--- config.mk ---
export PLATFORM = sky130hd
export DESIGN_NAME = rm_top
export DESIGN_NICKNAME = d
export VERILOG_FILES = /design/src/logic/rm_pkg.sv /design/src/logic/rm_lane_allocator.sv /design/src/logic/rm_lane_tracker.sv /design/src/logic/rm_violation_log.sv /design/src/logic/rm_config_regs.sv /design/src/logic/rm_top.sv
export SDC_FILE = /design/constraint.sdc
export NUM_CORES = 1
export LEC_CHECK = 0
export BUFFER_PORTS_ARGS = -buffer_cell sky130_fd_sc_hd__clkbuf_2
export CAP_MARGIN = 15
export CORE_ASPECT_RATIO = 1.5
export CORE_MARGIN = 5
export CORE_UTILIZATION = 30
export CTS_CLUSTER_DIAMETER = 50
export DETAILED_ROUTE_END_ITERATION = 12
export HOLD_SLACK_MARGIN = 0.02
export MAX_ROUTING_LAYER = met4
export PLACE_DENSITY = 0.53
export SYNTH_ARGS = -nofsm -noshare
export SYNTH_HDL_FRONTEND = slang
export SYNTH_SLANG_ARGS = --single-unit
--- constraint.sdc ---
create_clock -name clk_i -period 10.05 [get_ports clk_i]
set_input_delay 0.5025 -clock clk_i [delete_from_list [all_inputs] [get_ports clk_i]]
set_output_delay 0.5025 -clock clk_i [all_outputs]
set_load 0.005 [all_outputs]
--- src/logic/rm_pkg.sv ---
// Runtime memory monitor definitions
`default_nettype none

package rm_pkg;

	//////////////////////////////
	// Sizes
	//////////////////////////////

	// Monitor lanes, one outstanding access each
	localparam int unsigned RM_NUM_LANES = 4;
	localparam int unsigned RM_LANE_W = 2;

	// Address and counter widths
	localparam int unsigned RM_VLEN = 32;
	localparam int unsigned RM_TIMER_W = 16;
	localparam int unsigned RM_CNT_W = 16;

	// Register port data width
	localparam int unsigned RM_DATA_W = 32;

	// Timeout after reset, in cycles
	localparam logic [RM_TIMER_W-1:0] RM_TIMEOUT_DEF = 16'd8;

	//////////////////////////////
	// Encodings
	//////////////////////////////

	// RISC-V major opcodes seen at issue
	typedef enum logic [6:0] {
		OPC_LOAD   = 7'b0000011,
		OPC_STORE  = 7'b0100011,
		OPC_OP     = 7'b0110011,
		OPC_BRANCH = 7'b1100011
	} rm_opcode_e;

	// Register map
	typedef enum logic [2:0] {
		REG_CTRL     = 3'd0,
		REG_TIMEOUT  = 3'd1,
		REG_VIOL_CNT = 3'd2,
		REG_DROP_CNT = 3'd3,
		REG_LAST_PC  = 3'd4
	} rm_reg_e;

	//////////////////////////////
	// Structs
	//////////////////////////////

	// Allocation result for the issuing instruction
	typedef struct packed {
		logic                 monitor_ins;
		logic [RM_LANE_W-1:0] lane;
	} rm_monitor_t;

	// One lane release, from response or timeout
	typedef struct packed {
		logic                 reset_lane;
		logic [RM_LANE_W-1:0] lane;
		logic                 timeout;
	} rm_release_t;

	// Monitor configuration
	typedef struct packed {
		logic                  enable;
		logic                  mon_load;
		logic                  mon_store;
		logic [RM_TIMER_W-1:0] timeout;
	} rm_cfg_t;

endpackage

`default_nettype wire

--- src/logic/rm_lane_allocator.sv ---
// Monitor lane allocator
`timescale 1ns/1ns
`default_nettype none

module rm_lane_allocator (
	input  wire                                           clk_i,
	input  wire                                           rst_ni,
	input  rm_pkg::rm_opcode_e                            opcode_i,
	input  wire [rm_pkg::RM_VLEN-1:0]                     pc_i,
	input  wire                                           entry_queued_i,
	input  rm_pkg::rm_cfg_t                               cfg_i,
	input  rm_pkg::rm_release_t [rm_pkg::RM_NUM_LANES-1:0] release_i,
	output rm_pkg::rm_monitor_t                           monitor_o,
	output logic [rm_pkg::RM_NUM_LANES-1:0]               lane_busy_o,
	output logic [rm_pkg::RM_NUM_LANES-1:0][rm_pkg::RM_VLEN-1:0] lane_pc_o,
	output logic                                          drop_o
);
	import rm_pkg::*;

	// Per-lane state
	logic [RM_NUM_LANES-1:0]              busy_q;
	logic [RM_NUM_LANES-1:0][RM_VLEN-1:0] pc_q;

	// Issue decode
	logic                 is_monitored;
	logic                 any_free;
	logic [RM_LANE_W-1:0] free_lane;
	logic                 alloc;

	//////////////////////////////
	// Filter and lane pick
	//////////////////////////////

	always_comb begin
		// Queued, globally enabled, and its class enabled
		is_monitored = entry_queued_i && cfg_i.enable &&
			((opcode_i == OPC_LOAD && cfg_i.mon_load) ||
			 (opcode_i == OPC_STORE && cfg_i.mon_store));

		// Walk down so the lowest free lane wins
		any_free  = 1'b0;
		free_lane = '0;
		for (int i = RM_NUM_LANES - 1; i >= 0; i--) begin
			if (!busy_q[i]) begin
				any_free  = 1'b1;
				free_lane = RM_LANE_W'(i);
			end
		end
	end

	assign alloc  = is_monitored && any_free;
	// All lanes taken, access is lost
	assign drop_o = is_monitored && !any_free;

	assign monitor_o.monitor_ins = alloc;
	assign monitor_o.lane        = free_lane;

	//////////////////////////////
	// Lane state
	//////////////////////////////

	always_ff @(posedge clk_i or negedge rst_ni) begin
		if (!rst_ni) begin
			busy_q <= '0;
		end else begin
			// Releases only hit busy lanes, allocation only free ones
			for (int i = 0; i < RM_NUM_LANES; i++) begin
				if (release_i[i].reset_lane)
					busy_q[release_i[i].lane] <= 1'b0;
			end
			if (alloc)
				busy_q[free_lane] <= 1'b1;
		end
	end

	// PC of each outstanding access
	always_ff @(posedge clk_i) begin
		if (alloc)
			pc_q[free_lane] <= pc_i;
	end

	assign lane_busy_o = busy_q;
	assign lane_pc_o   = pc_q;

	// Allocated lane must be free at issue and held from the next edge
	a_alloc_free: assert property (@(posedge clk_i) disable iff (!rst_ni)
		monitor_o.monitor_ins |-> !busy_q[monitor_o.lane] ##1 busy_q[$past(monitor_o.lane)]);

endmodule

`default_nettype wire

--- src/logic/rm_lane_tracker.sv ---
// Per-lane access timer
`timescale 1ns/1ns
`default_nettype none

module rm_lane_tracker (
	input  wire                          clk_i,
	input  wire                          rst_ni,
	input  wire [rm_pkg::RM_LANE_W-1:0]  lane_id_i,
	input  rm_pkg::rm_monitor_t          mon_i,
	input  wire                          busy_i,
	input  wire                          resp_valid_i,
	input  wire [rm_pkg::RM_LANE_W-1:0]  resp_lane_i,
	input  rm_pkg::rm_cfg_t              cfg_i,
	output rm_pkg::rm_release_t          release_o
);
	import rm_pkg::*;

	// Cycles since allocation
	logic [RM_TIMER_W-1:0] timer_q;

	// Event decode
	logic alloc_here;
	logic resp_hit;
	logic timed_out;

	//////////////////////////////
	// Events
	//////////////////////////////

	// This lane picked for the issuing access
	assign alloc_here = mon_i.monitor_ins && (mon_i.lane == lane_id_i);

	// Answer tagged with this lane while it is busy
	assign resp_hit = busy_i && resp_valid_i && (resp_lane_i == lane_id_i);

	// Response in the same cycle wins over the timeout
	assign timed_out = busy_i && !resp_hit && (timer_q == cfg_i.timeout);

	//////////////////////////////
	// Timer
	//////////////////////////////

	always_ff @(posedge clk_i or negedge rst_ni) begin
		if (!rst_ni) begin
			timer_q <= '0;
		end else if (alloc_here) begin
			// Restart at the allocation edge
			timer_q <= '0;
		end else if (busy_i) begin
			timer_q <= timer_q + RM_TIMER_W'(1);
		end
	end

	//////////////////////////////
	// Release
	//////////////////////////////

	// Combinational release frees the lane from the next edge
	always_comb begin
		release_o.reset_lane = resp_hit || timed_out;
		release_o.lane       = lane_id_i;
		release_o.timeout    = timed_out;
	end

	// Release only from a busy lane that the allocator then frees
	a_release_busy: assert property (@(posedge clk_i) disable iff (!rst_ni)
		release_o.reset_lane |-> busy_i ##1 !busy_i);

endmodule

`default_nettype wire

--- src/logic/rm_violation_log.sv ---
// Violation and drop log
`timescale 1ns/1ns
`default_nettype none

module rm_violation_log (
	input  wire                                           clk_i,
	input  wire                                           rst_ni,
	input  rm_pkg::rm_release_t [rm_pkg::RM_NUM_LANES-1:0] release_i,
	input  wire [rm_pkg::RM_NUM_LANES-1:0][rm_pkg::RM_VLEN-1:0] lane_pc_i,
	input  wire                                           drop_i,
	output logic                                          viol_o,
	output logic [rm_pkg::RM_CNT_W-1:0]                   viol_cnt_o,
	output logic [rm_pkg::RM_CNT_W-1:0]                   drop_cnt_o,
	output logic [rm_pkg::RM_VLEN-1:0]                    last_pc_o
);
	import rm_pkg::*;

	logic [RM_CNT_W-1:0] viol_cnt_q;
	logic [RM_CNT_W-1:0] drop_cnt_q;
	logic [RM_VLEN-1:0]  last_pc_q;

	// Timeouts this cycle
	logic [RM_LANE_W:0] n_timeout;
	logic [RM_VLEN-1:0] viol_pc;

	// Widened sums for saturation
	logic [RM_CNT_W:0] viol_sum;
	logic [RM_CNT_W:0] drop_sum;

	always_comb begin
		n_timeout = '0;
		viol_pc   = '0;
		// Downward walk leaves the lowest timed-out lane's PC
		for (int i = RM_NUM_LANES - 1; i >= 0; i--) begin
			if (release_i[i].reset_lane && release_i[i].timeout) begin
				n_timeout = n_timeout + (RM_LANE_W+1)'(1);
				viol_pc   = lane_pc_i[release_i[i].lane];
			end
		end

		viol_sum = {1'b0, viol_cnt_q} + (RM_CNT_W+1)'(n_timeout);
		drop_sum = {1'b0, drop_cnt_q} + (RM_CNT_W+1)'(drop_i);
	end

	assign viol_o = (n_timeout != '0);

	always_ff @(posedge clk_i or negedge rst_ni) begin
		if (!rst_ni) begin
			viol_cnt_q <= '0;
			drop_cnt_q <= '0;
			last_pc_q  <= '0;
		end else begin
			// Stick at all ones on carry out
			viol_cnt_q <= viol_sum[RM_CNT_W] ? '1 : viol_sum[RM_CNT_W-1:0];
			drop_cnt_q <= drop_sum[RM_CNT_W] ? '1 : drop_sum[RM_CNT_W-1:0];
			if (viol_o)
				last_pc_q <= viol_pc;
		end
	end

	assign viol_cnt_o = viol_cnt_q;
	assign drop_cnt_o = drop_cnt_q;
	assign last_pc_o  = last_pc_q;

endmodule

`default_nettype wire

--- src/logic/rm_config_regs.sv ---
// Monitor configuration registers
`timescale 1ns/1ns
`default_nettype none

module rm_config_regs (
	input  wire                          clk_i,
	input  wire                          rst_ni,
	input  wire                          reg_we_i,
	input  rm_pkg::rm_reg_e              reg_addr_i,
	input  wire [rm_pkg::RM_DATA_W-1:0]  reg_wdata_i,
	input  rm_pkg::rm_reg_e              reg_addr_rd_i,
	input  wire [rm_pkg::RM_CNT_W-1:0]   viol_cnt_i,
	input  wire [rm_pkg::RM_CNT_W-1:0]   drop_cnt_i,
	input  wire [rm_pkg::RM_VLEN-1:0]    last_pc_i,
	output rm_pkg::rm_cfg_t              cfg_o,
	output logic [rm_pkg::RM_DATA_W-1:0] rdata_o
);
	import rm_pkg::*;

	rm_cfg_t               cfg_q;
	logic [RM_TIMER_W-1:0] timeout_wr;

	// Zero timeout would fire before any answer, use 1
	assign timeout_wr = (reg_wdata_i[RM_TIMER_W-1:0] == '0) ?
		RM_TIMER_W'(1) : reg_wdata_i[RM_TIMER_W-1:0];

	//////////////////////////////
	// Write side
	//////////////////////////////

	always_ff @(posedge clk_i or negedge rst_ni) begin
		if (!rst_ni) begin
			// Off, both classes armed
			cfg_q.enable    <= 1'b0;
			cfg_q.mon_load  <= 1'b1;
			cfg_q.mon_store <= 1'b1;
			cfg_q.timeout   <= RM_TIMEOUT_DEF;
		end else if (reg_we_i) begin
			case (reg_addr_i)
				REG_CTRL: begin
					cfg_q.enable    <= reg_wdata_i[0];
					cfg_q.mon_load  <= reg_wdata_i[1];
					cfg_q.mon_store <= reg_wdata_i[2];
				end
				REG_TIMEOUT: cfg_q.timeout <= timeout_wr;
				// Status registers are read only
				default: ;
			endcase
		end
	end

	assign cfg_o = cfg_q;

	//////////////////////////////
	// Read side
	//////////////////////////////

	always_comb begin
		case (reg_addr_rd_i)
			REG_CTRL:     rdata_o = RM_DATA_W'({cfg_q.mon_store, cfg_q.mon_load, cfg_q.enable});
			REG_TIMEOUT:  rdata_o = RM_DATA_W'(cfg_q.timeout);
			REG_VIOL_CNT: rdata_o = RM_DATA_W'(viol_cnt_i);
			REG_DROP_CNT: rdata_o = RM_DATA_W'(drop_cnt_i);
			REG_LAST_PC:  rdata_o = RM_DATA_W'(last_pc_i);
			// Unmapped
			default:      rdata_o = '0;
		endcase
	end

	// Timeout stays nonzero across every write
	a_timeout_nonzero: assert property (@(posedge clk_i) disable iff (!rst_ni)
		cfg_q.timeout != '0);

endmodule

`default_nettype wire

--- src/logic/rm_top.sv ---
// Runtime memory monitor top
`timescale 1ns/1ns
`default_nettype none

module rm_top (
	input  wire                          clk_i,
	input  wire                          rst_ni,
	input  rm_pkg::rm_opcode_e           opcode_i,
	input  wire [rm_pkg::RM_VLEN-1:0]    pc_i,
	input  wire                          entry_queued_i,
	input  wire                          resp_valid_i,
	input  wire [rm_pkg::RM_LANE_W-1:0]  resp_lane_i,
	input  wire                          reg_we_i,
	input  rm_pkg::rm_reg_e              reg_addr_i,
	input  wire [rm_pkg::RM_DATA_W-1:0]  reg_wdata_i,
	input  rm_pkg::rm_reg_e              reg_addr_rd_i,
	output rm_pkg::rm_monitor_t          monitor_o,
	output logic [rm_pkg::RM_NUM_LANES-1:0] lane_busy_o,
	output logic                         viol_o,
	output logic [rm_pkg::RM_DATA_W-1:0] rdata_o
);
	import rm_pkg::*;

	rm_cfg_t                              cfg;
	rm_monitor_t                          mon;
	logic [RM_NUM_LANES-1:0]              lane_busy;
	logic [RM_NUM_LANES-1:0][RM_VLEN-1:0] lane_pc;
	logic                                 drop;
	rm_release_t [RM_NUM_LANES-1:0]       lane_release;

	// Log read-back
	logic [RM_CNT_W-1:0] viol_cnt;
	logic [RM_CNT_W-1:0] drop_cnt;
	logic [RM_VLEN-1:0]  last_pc;

	rm_lane_allocator u_alloc (
		.clk_i, .rst_ni, .opcode_i, .pc_i, .entry_queued_i,
		.cfg_i(cfg), .release_i(lane_release),
		.monitor_o(mon), .lane_busy_o(lane_busy), .lane_pc_o(lane_pc), .drop_o(drop)
	);

	// One timer per lane
	for (genvar i = 0; i < RM_NUM_LANES; i++) begin : g_lane
		rm_lane_tracker u_tracker (
			.clk_i, .rst_ni, .lane_id_i(RM_LANE_W'(i)),
			.mon_i(mon), .busy_i(lane_busy[i]), .resp_valid_i, .resp_lane_i,
			.cfg_i(cfg), .release_o(lane_release[i])
		);
	end

	rm_violation_log u_log (
		.clk_i, .rst_ni, .release_i(lane_release), .lane_pc_i(lane_pc), .drop_i(drop),
		.viol_o, .viol_cnt_o(viol_cnt), .drop_cnt_o(drop_cnt), .last_pc_o(last_pc)
	);

	rm_config_regs u_regs (
		.clk_i, .rst_ni, .reg_we_i, .reg_addr_i, .reg_wdata_i, .reg_addr_rd_i,
		.viol_cnt_i(viol_cnt), .drop_cnt_i(drop_cnt), .last_pc_i(last_pc),
		.cfg_o(cfg), .rdata_o
	);

	assign monitor_o   = mon;
	assign lane_busy_o = lane_busy;

endmodule

`default_nettype wire

Yosys cells after proc, flatten, opt, wreduce, memory -nomap -nowiden:

Cells that the tools add are included.

* eq/ne operators: 17
* reduce and logical (&&, ||, !) cells: 53
* add/subtract/negate cells: 9
* magnitude comparators: 2
* muxes and demuxes: 38
* bitwise logic cells: 1

Operators with widths (number)
* two-way mux 16 bit: 11
* two-way mux 32 bit: 5
* case mux 32 bit (5 select lines): 1
* bitwise mux 128 bit: 1
* adder 16 x 1 -> 16 bit, second input constant: 4
* demux 32 bit (select 2 bit): 1
* == test 16 bit: 4
* logical AND 1 bit: 31
* adder 16 x 1 -> 17 bit: 1
* adder 16 x 3 -> 17 bit: 1
* logical NOT 16 bit: 1
* two-way mux 3 bit: 4
* two-way mux 2 bit: 5
* == test 2 bit, second input constant: 4
* two-way mux 4 bit: 2
* nonzero test 2 bit: 4
* == test 7 x 2 -> 1 bit, second input constant: 1
* == test 7 x 6 -> 1 bit, second input constant: 1
* two-way mux 1 bit: 7
* adder 3 x 1 -> 3 bit, second input constant: 2
* == test 3 x 1 -> 1 bit, second input constant: 2
* == test 3 x 2 -> 1 bit, second input constant: 2
* logical NOT 3 bit: 2
* logical NOT 1 bit: 5
* other kinds (11): 18

* register bits: 279
* input bits: 84
* logic and storage cells: 136
* output and inout bits: 40

Depth between registers and ports, before layout:

Gate-level depths: netlist of the first run.

* depth after elaboration: 16
* depth in mapped cells: 24

Modules after synthesis:

A second synthesis of the first run with hierarchy kept.

* cell total of the unflattened synthesis: 1381
* area total of the unflattened synthesis: 16990.0 sq um

Modules (own cells, without submodules)
* rm_violation_log: times used 1, area each 6894.1 sq um, cells an instance 584, seq. area each 1601.5 sq um
* rm_lane_tracker: times used 4, area each 1098.6 sq um, cells an instance 117, seq. area each 400.4 sq um
* rm_lane_allocator: times used 1, area each 4266.6 sq um, cells an instance 184, seq. area each 3943.8 sq um
* rm_config_regs: times used 1, area each 1427.6 sq um, cells an instance 143, seq. area each 479.2 sq um
* rm_top: times used 1, area each 7.5 sq um, cells an instance 2, seq. area each 0.0 sq um

Worst setup path after synthesis of the first run:

No wires, ideal clock.

* kind: reg-to-reg
* from: register u_regs.cfg_q (netlist bit u_regs.cfg_o[3])
* to: register u_log.viol_cnt_q[10] (netlist: u_log.viol_cnt_o[10])
* stages on the path, launching flop included: 22
* slack: 5.560 ns
* required time: 9.916 ns
* arrival time: 4.356 ns
* cell sequence: dfstp_2 clkbuf_1 xor2_1 nor4_1 nand4_1 nor3_2 clkbuf_1 ha_1 xnor2_1 ha_1 inv_1 or3b_1 xor2_2 inv_1 ha_1 a21oi_1 nor2_1 nand2_1 nor2_1 nand4_1 clkbuf_1 nand2_1

* word-level cells in the longest chain between the ends: 13
* elaborated cells on any way between the ends: 25

RTL lines
* start, declared: RTL line rm_config_regs.sv:20 `rm_cfg_t cfg_q;`
* == test 16 bit: RTL line rm_lane_tracker.sv:37 `assign timed_out = busy_i && !resp_hit && (timer_q == cfg_i.timeout);`
* logical AND 1 bit: RTL line rm_lane_tracker.sv:37
* logical OR 1 bit: RTL line rm_lane_tracker.sv:60 `release_o.reset_lane = resp_hit || timed_out;`
* logical AND 1 bit: RTL line rm_violation_log.sv:35 `if (release_i[i].reset_lane && release_i[i].timeout) begin`
* two-way mux 1 bit: RTL line rm_violation_log.sv:35
* adder 1 x 1 -> 2 bit: RTL line rm_violation_log.sv:36 `n_timeout = n_timeout + (RM_LANE_W+1)'(1);`
* two-way mux 3 bit: RTL line rm_violation_log.sv:35
* adder 3 x 1 -> 3 bit: RTL line rm_violation_log.sv:36
* two-way mux 3 bit: RTL line rm_violation_log.sv:35
* adder 3 x 1 -> 3 bit: RTL line rm_violation_log.sv:36
* two-way mux 3 bit (*): RTL line rm_violation_log.sv:35
* adder 16 x 3 -> 17 bit (*): RTL line rm_violation_log.sv:41 `viol_sum = {1'b0, viol_cnt_q} + (RM_CNT_W+1)'(n_timeout);`
* two-way mux 16 bit (*): RTL line rm_violation_log.sv:54 `viol_cnt_q <= viol_sum[RM_CNT_W] ? '1 : viol_sum[RM_CNT_W-1:0];`
* end signal, assigned: RTL line rm_violation_log.sv:54
* end, declared: RTL line rm_violation_log.sv:18 `logic [RM_CNT_W-1:0] viol_cnt_q;`

Mark *: on every way between the ends. The rest lies on a longest branch, timed or not.
A chain may end at the register's enable or synchronous reset.

Worst setup path after layout of the first run:

* from: register u_regs.cfg_q (netlist bit u_regs.cfg_o[14])
* to: output viol_o

* word-level cells in the longest chain between the ends: 12
* elaborated cells on any way between the ends: 24

RTL lines
* == test 16 bit: RTL line rm_lane_tracker.sv:37
* logical AND 1 bit: RTL line rm_lane_tracker.sv:37
* logical OR 1 bit: RTL line rm_lane_tracker.sv:60
* logical AND 1 bit: RTL line rm_violation_log.sv:35
* two-way mux 1 bit: RTL line rm_violation_log.sv:35
* adder 1 x 1 -> 2 bit: RTL line rm_violation_log.sv:36
* two-way mux 3 bit: RTL line rm_violation_log.sv:35
* adder 3 x 1 -> 3 bit: RTL line rm_violation_log.sv:36
* two-way mux 3 bit: RTL line rm_violation_log.sv:35
* adder 3 x 1 -> 3 bit: RTL line rm_violation_log.sv:36
* two-way mux 3 bit (*): RTL line rm_violation_log.sv:35
* nonzero test 3 bit (*): RTL line rm_violation_log.sv:45 `assign viol_o = (n_timeout != '0);`
* end, declared: RTL line rm_top.sv:19 `output logic viol_o,`

Marks and branches as above.

==> impl_metrics.tcl, run 1 <==
set metrics [dict create \
    crit_required_ns 9.55 \
    syn_avg_cell_area_sq_um 11.8 \
    dr.pass1.iters 6 \
    setup.worst_path.end_class "output pin" \
    cap_violations 0 \
    ant_nets 0 \
    fin_worst_skew_ns 0.0233 \
    outcome "completed" \
    ir_worst_vdd_mv 0.128 \
    antenna_cells 0 \
    setup_tns_ns 0 \
    cts_htree_levels 2 \
    crit_type "reg -> out" \
    cts_tree "done" \
    clock-sinks 279 \
    core_sq_mm 0.0438 \
    initial_utilization_pct 30.2 \
    cp-start-kind "register" \
    io_pins 124 \
    max-slew-margin-rel_pct 25.6 \
    hold_slack_ns 0.127 \
    worst_pin_slew_ns 1.12 \
    fin_crit_sh_pct 54.5 \
    cts_buffers 36 \
    antenna_found_initial 0 \
    placementRows 94 \
    drive_gt1_share_pct 21.7 \
    synth_seq_area_share_pct 57.7 \
    overflow 0 \
    rsz0062_at_grt "false" \
    gp_congestion 0.822 \
    die_x_microns 181 \
    hold_violations 0 \
    totalWireLength_mm 34.4 \
    drtIter0Drc 581 \
    die-height_microns 267 \
    grt_usage_pct 14.5 \
    clock_tree.root_cell "clkbuf_16" \
    num_vias 8797 \
    synth_cell_types 58 \
    fmax_mhz 183 \
    grt_max_degree 98 \
    slew_viol_final 0 \
    synth_area_sq_mm 0.0132 \
    synth_edf_count 128 \
    yosys-top-cells-count "dfrtp_1 (148), edfxtp_1 (128), nand2_1 (123)" \
    yosys_warnings 0 \
    clock_path_buffers 3 \
    setup_viol_count_final 0 \
    async_reset_ff_share_pct 54.1 \
    cp.arrival_ns 4.97 \
    viasPerCell 4.88 \
    avgRoutedWirePerCell_microns 19.1 \
    finalNetCount 1297 \
    min-delay-path-class "in -> async" \
    dieArea_sq_mm 0.0485 \
    drc 0 \
    synthesis.instances 1118 \
    postCtsHoldBufs 0 \
    dp_hpwl_mm 21.8 \
    clock_latency_ns 0.53 \
    area_growth_pct 17.7 \
    first_global_vias 9163 \
    cts_setup_buffers 0 \
    yosysTopAreaCell "edfxtp_1" \
    grt_pass1_wl_mm 53.8 \
    p_leak_nw 6.05 \
    portBuffers 107 \
    synth_top_area_share_pct 29.1 \
    clk_pin_slew_worst_paths_ns 0.06 \
    synthTopCellsByArea "edfxtp_1 (29%), dfrtp_1 (28%), xor2_1 (6.2%), nand2_1 (3.5%), mux2_4 (3.3%)" \
    synth_nets 1215 \
    synth_ff_type "dfrtp_1" \
    powerDensity_mw_per_mm2 184 \
    cp_max_fo 34 \
    ys_ff_latch 279 \
    period_minus_slack_ns 5.48 \
    yosysMostFrequentCell "dfrtp_1" \
    cts_resized 0 \
]
critical path: stages (launching register included):
cell,delay (ns)
dfrtp_1,0.75
xor2_1,0.14
nor4_1,0.30
nand4_1,0.26
nor3_4,0.24
buf_4,0.44
inv_1,0.09
ha_1,0.19
inv_1,0.05
mux2i_1,0.14
inv_1,0.10
ha_1,0.14
inv_1,0.03
or3b_1,0.41
xor2_2,0.22
o2111ai_4,0.10
buf_4,0.59
clkbuf_2,0.23
power by group:
part	switching [W]	internal, W	total, W
logic	0.0000928	0.0000929	0.000186
registers	0.000102	0.00123	0.00133
clock network	0.000522	0.000830	0.00135
total	0.000717	0.00215	0.00287
placed cells by master (no fill, tap or decap), drive strengths merged, types with 16 or more instances in the layout:
master and n:
clkbuf 151, dfrtp 148, edfxtp 128, nand2 123, nor2 100, xor2 94, mux2 66, o21ai 39
xnor2 37, nand3 34, o31ai 34, a221oi 32, nand4 25, and3 21, and2 20, inv 20
nor4 16
through the flow:
stage	instances	worst slack, ns	util [%]	instance area [sq um]	power [W]
after floorplan	1118	5.56	-	13200	0.00144
after global placement	1738	4.65	32.7	14300	0.00154
after detailed placement	1738	4.68	32.7	14300	0.00154
after CTS	1804	4.52	35.6	15600	0.00291
after global routing	1804	4.22	35.6	15600	0.00299
final	1804	4.57	35.6	15600	0.00287
registers in the layout, summed over array words and instances (netlist names):
| register | count |
|---|---|
| g_lane.u_tracker.timer_q | 64 |
| u_alloc.lane_busy_o | 4 |
| u_alloc.lane_pc_o | 128 |
| u_log.drop_cnt_o | 16 |
| u_log.last_pc_o | 32 |
| u_log.viol_cnt_o | 16 |
| u_regs.cfg_o | 19 |
cells by family after synthesis:
family	Yosys count	synth area share [%]
AOI/OAI and AO/OA	153	8.13
xor gates and xnor gates	132	8.90
adders and majority gates	13	1.29
buffers and inverters	90	2.98
DFF	279	57.7
muxes	78	7.35
and+or+nand+nor	373	13.7
final cells by class:
class	instances	area (sq um)
repair buffers	119	632
well taps	576	721
inverters	15	56.3
fillers	4362	28200
clock inverters	21	265
multi-input cells	749	5260
clock buffers	45	1010
flip-flops and latches	279	7630
metal layers:
layer | up-vias | share of wire, % | GRT usage [%]
met5 | - | 0 | -
met4 | 0 | 1.7 | 3.41
met3 | 43 | 5.6 | 3.48
met2 | 164 | 49 | 24.4
met1 | 4429 | 44 | 17.9
li1 | 4161 | - | -
worst paths after layout:
| kind | startpoint | end | slack (ns) | cells after the start |
|---|---|---|---|---|
| max | u_regs.cfg_o[14] | viol_o | 4.57 | 17 |
| min | rst_ni | g_lane[2].u_tracker.timer_q[6] | 0.13 | 1 |
| max reg2reg | u_regs.cfg_o[14] | u_log.viol_cnt_o[0] | 4.67 | 22 |
| min reg2reg | u_log.last_pc_o[16] | u_log.last_pc_o[16] | 0.51 | 1 |
| max in group asynchronous | rst_ni | u_log.last_pc_o[10] | 8.56 | 2 |
| min in group clk_i | pc_i[31] | u_alloc.lane_pc_o[95] | 0.19 | 1 |
Power figures use the tool's default switching activity.
==> run 2, diff against run 1 <==
--- a/config.mk
+++ b/config.mk
@@ -5,6 +5,7 @@
 export SDC_FILE = /design/constraint.sdc
 export NUM_CORES = 1
 export LEC_CHECK = 0
+export ABC_AREA = 1
 export BUFFER_PORTS_ARGS = -buffer_cell sky130_fd_sc_hd__clkbuf_2
 export CAP_MARGIN = 15
 export CORE_ASPECT_RATIO = 1.5
==> constraint.sdc (replaced) <==
create_clock -name clk_i -period 5.7 [get_ports clk_i]
set_input_delay 0.285 -clock clk_i [delete_from_list [all_inputs] [get_ports clk_i]]
set_output_delay 0.285 -clock clk_i [all_outputs]
set_load 0.005 [all_outputs]
==> impl_metrics.tcl, run 2 <==
set metrics [dict create \
    slew_viol_final 0 \
    reg2reg_from "u_regs.cfg_o[6]" \
    crit_required_ns 6.14 \
    synth_ff_type "dfrtp_1" \
    crit_type "reg -> reg" \
    cp.arrival_ns 5.13 \
    hold_slack_ns 0.0422 \
    period_minus_slack_ns 4.70 \
    synth_edf_count 128 \
    overflow 0 \
    drive_gt1_share_pct 11.6 \
    fin_worst_skew_ns 0.0254 \
    synthesis.instances 1678 \
    final_common_cell "nand2_1" \
    setup_tns_ns 0 \
    powerDensity_mw_per_mm2 290 \
    yosys_warnings 0 \
    num_vias 11900 \
    ant_nets 0 \
    outcome "completed" \
    cts_buffers 36 \
    yosys-top-cells-count "nand2_1 (443), nor2_1 (212), inv_1 (179)" \
    cts_resized 0 \
    dieArea_sq_mm 0.0513 \
    die-height_microns 275 \
    synth_nets 1775 \
    clk_pin_slew_worst_paths_ns 0.06 \
    highest_layer "met4" \
    met1Wirelength_mm 17.2 \
    power_frac_comb_pct 7.1 \
    dp_hpwl_mm 30.4 \
    seq_area_sq_mm 0.00763 \
    crit_family "simple AND/OR/NAND/NOR gates" \
    synth_top_area_share_pct 27.4 \
    setup_viol_count_final 0 \
    portBuffers 107 \
    r2r-end "u_log.viol_cnt_o[14]" \
    syn_avg_cell_area_sq_um 8.37 \
    antenna_found_initial 2 \
    ir_worst_vdd_mv 0.226 \
    gp_congestion 0.902 \
    wl_met2_mm 23.5 \
    crit_buf_inv 4 \
    internal-power_w 0.00363 \
    cap_violations 0 \
    r2r_setup_slack_ns 1.00 \
    initial_utilization_pct 30.2 \
    min_from "reg_wdata_i[13]" \
    max-slew-margin-rel_pct 33.3 \
    pwr-share-seq_pct 46.6 \
    grt_usage_pct 17.0 \
    core_sq_mm 0.0465 \
    r2r_cells 24 \
    switching_power_w 0.00121 \
    cpPeakStageDelay_ns 0.62 \
    postCtsHoldBufs 41 \
    cp-start-kind "register" \
    min_path_cells 3 \
    slowest_stage "dfrtp_1" \
    cp_max_fo 7 \
    synthTopCellsByArea "edfxtp_1 (27%), dfrtp_1 (26%), nand2_1 (12%), nor2_1 (5.7%), inv_1 (4.8%)" \
    path_cells "inv_1, nand2_1, nand2_1, nor2_1, nand2_1, nor2_1, nand3_2, inv_1, ha_1, inv_1, nand2_1, nand2_1, inv_1, ha_1, or2_0, nand2_2, fa_1, o21ai_0, nand3_1, nor3b_1, nand2_1, nor3_1, a21oi_1, a31oi_1" \
    async_reset_ff_share_pct 54.1 \
    finalNetCount 1904 \
    fin_crit_sh_pct 82.4 \
    synth_area_sq_mm 0.0140 \
    avgRoutedWirePerCell_microns 17.9 \
    rsz0062_at_grt "false" \
    total_power_w 0.00484 \
    largest_reg_flops 128 \
    cts_setup_buffers 0 \
    setup.worst_path.end_class "register" \
    yosysTopAreaCell "edfxtp_1" \
    dr.pass1.iters 6 \
    first_global_vias 11800 \
    placementRows 97 \
    clock_latency_ns 0.53 \
    grt_max_degree 65 \
    synth_seq_area_share_pct 54.3 \
    fillers 4808 \
    worst_pin_slew_ns 0.997 \
    yosysMostFrequentCell "nand2_1" \
    area_growth_pct 18.9 \
    drtIter0Drc 724 \
    p_sw_share_pct 24.9 \
    synth_cell_types 42 \
    cts_htree_levels 2 \
    hold_violations 0 \
    clock_path_buffers 3 \
    clock-sinks 279 \
    cts_tree "done" \
    drc 0 \
    whs_endpoint "u_regs.cfg_o[13]" \
    fmax_mhz 213 \
    p_leak_nw 7.70 \
    route.met3.wl_mm 1.51 \
    die_x_microns 187 \
    fin_util_pct 35.9 \
    io_pins 124 \
    clock_tree.root_cell "clkbuf_16" \
    cp_common_cell "nand2_1" \
    final_cell_mix "nand2_1 (443), nor2_1 (208), inv_1 (178), dfrtp_1 (148), edfxtp_1 (128)" \
    viasPerCell 4.89 \
    totalWireLength_mm 43.6 \
    power_frac_clock_pct 46.4 \
    min-delay-path-class "in -> reg" \
    multi_input_area_sq_mm 0.00536 \
    ys_ff_latch 279 \
    grt_pass1_wl_mm 67.3 \
]
-- run 2: layout make-up --
type                    count  area share [%]
diodes                      2          0.0300
clock buffers              53            6.14
clock inverters            13           0.832
inverters                 191            4.29
multi-input cells        1134            32.1
flip-flops and latches    279            45.7
well taps                 594            4.45
repair buffers            165            6.47
-- run 2: power groups by stage --
stage          Clock, W  Sequential [W]  Combinational [W]
2_1_floorplan         0         0.00222           0.000227
3_3_place_gp          0         0.00229           0.000314
3_5_place_dp          0         0.00229           0.000320
4_1_cts         0.00229         0.00225           0.000346
5_1_grt         0.00238         0.00226           0.000389
6_report        0.00224         0.00225           0.000342
-- run 2: how the worst max path moves through the flow --
stage | from | endpoint | slack, ns | cells after the start
floorplan | u_regs.cfg_o[16] | g_lane[1].u_tracker.timer_q[9] | 1.49 | 10
global placement | u_regs.cfg_o[6] | u_log.viol_cnt_o[14] | 1.09 | 24
detailed placement | u_regs.cfg_o[6] | u_log.viol_cnt_o[14] | 1.0 | 24
CTS | u_regs.cfg_o[6] | u_log.viol_cnt_o[14] | 0.97 | 24
global route | u_regs.cfg_o[8] | u_log.viol_cnt_o[14] | 0.52 | 24
finish | u_regs.cfg_o[6] | u_log.viol_cnt_o[14] | 1.00 | 24
-- run 2: worst register-to-register path, cell delays in order (launching register included) --
cell	delay (ns)
dfrtp_1	0.62
inv_1	0.20
nand2_1	0.10
nand2_1	0.05
nor2_1	0.13
nand2_1	0.06
nor2_1	0.16
nand3_2	0.14
inv_1	0.09
ha_1	0.25
inv_1	0.06
nand2_1	0.06
nand2_1	0.08
inv_1	0.05
ha_1	0.28
or2_0	0.13
nand2_2	0.10
fa_1	0.43
o21ai_0	0.34
nand3_1	0.18
nor3b_1	0.39
nand2_1	0.18
nor3_1	0.28
a21oi_1	0.11
a31oi_1	0.17
-- run 2: routing by layer --
metal,up-vias,global-route usage (%)
met5,-,-
met1,5776,18.7
met2,245,31.8
li1,5767,-
met3,88,2.23
met4,0,5.49
-- run 2: stage by stage --
| step | cells | setup slack, ns | instance area, sq um |
|---|---|---|---|
| finish | 2431 | 1.00 | 16700 |
| global route | 2431 | 0.521 | 16700 |
| CTS | 2429 | 0.969 | 16700 |
| detailed placement | 2322 | 0.999 | 15100 |
| global placement | 2322 | 1.09 | 15100 |
| floorplan | 1678 | 1.49 | 14000 |
-- run 2: cells by family (layout without fill, tap and decap cells) --
logic type / after synthesis / count (layout) / synth area share, %
other cells: 0 / 2 / 0
xor+xnor: 35 / 35 / 2.18
simple gates: 887 / 887 / 26.7
buf+inv: 265 / 422 / 7.75
fa+ha+maj: 13 / 13 / 1.21
mux: 2 / 2 / 0.160
compound gates: 197 / 197 / 7.68
flops: 279 / 279 / 54.3
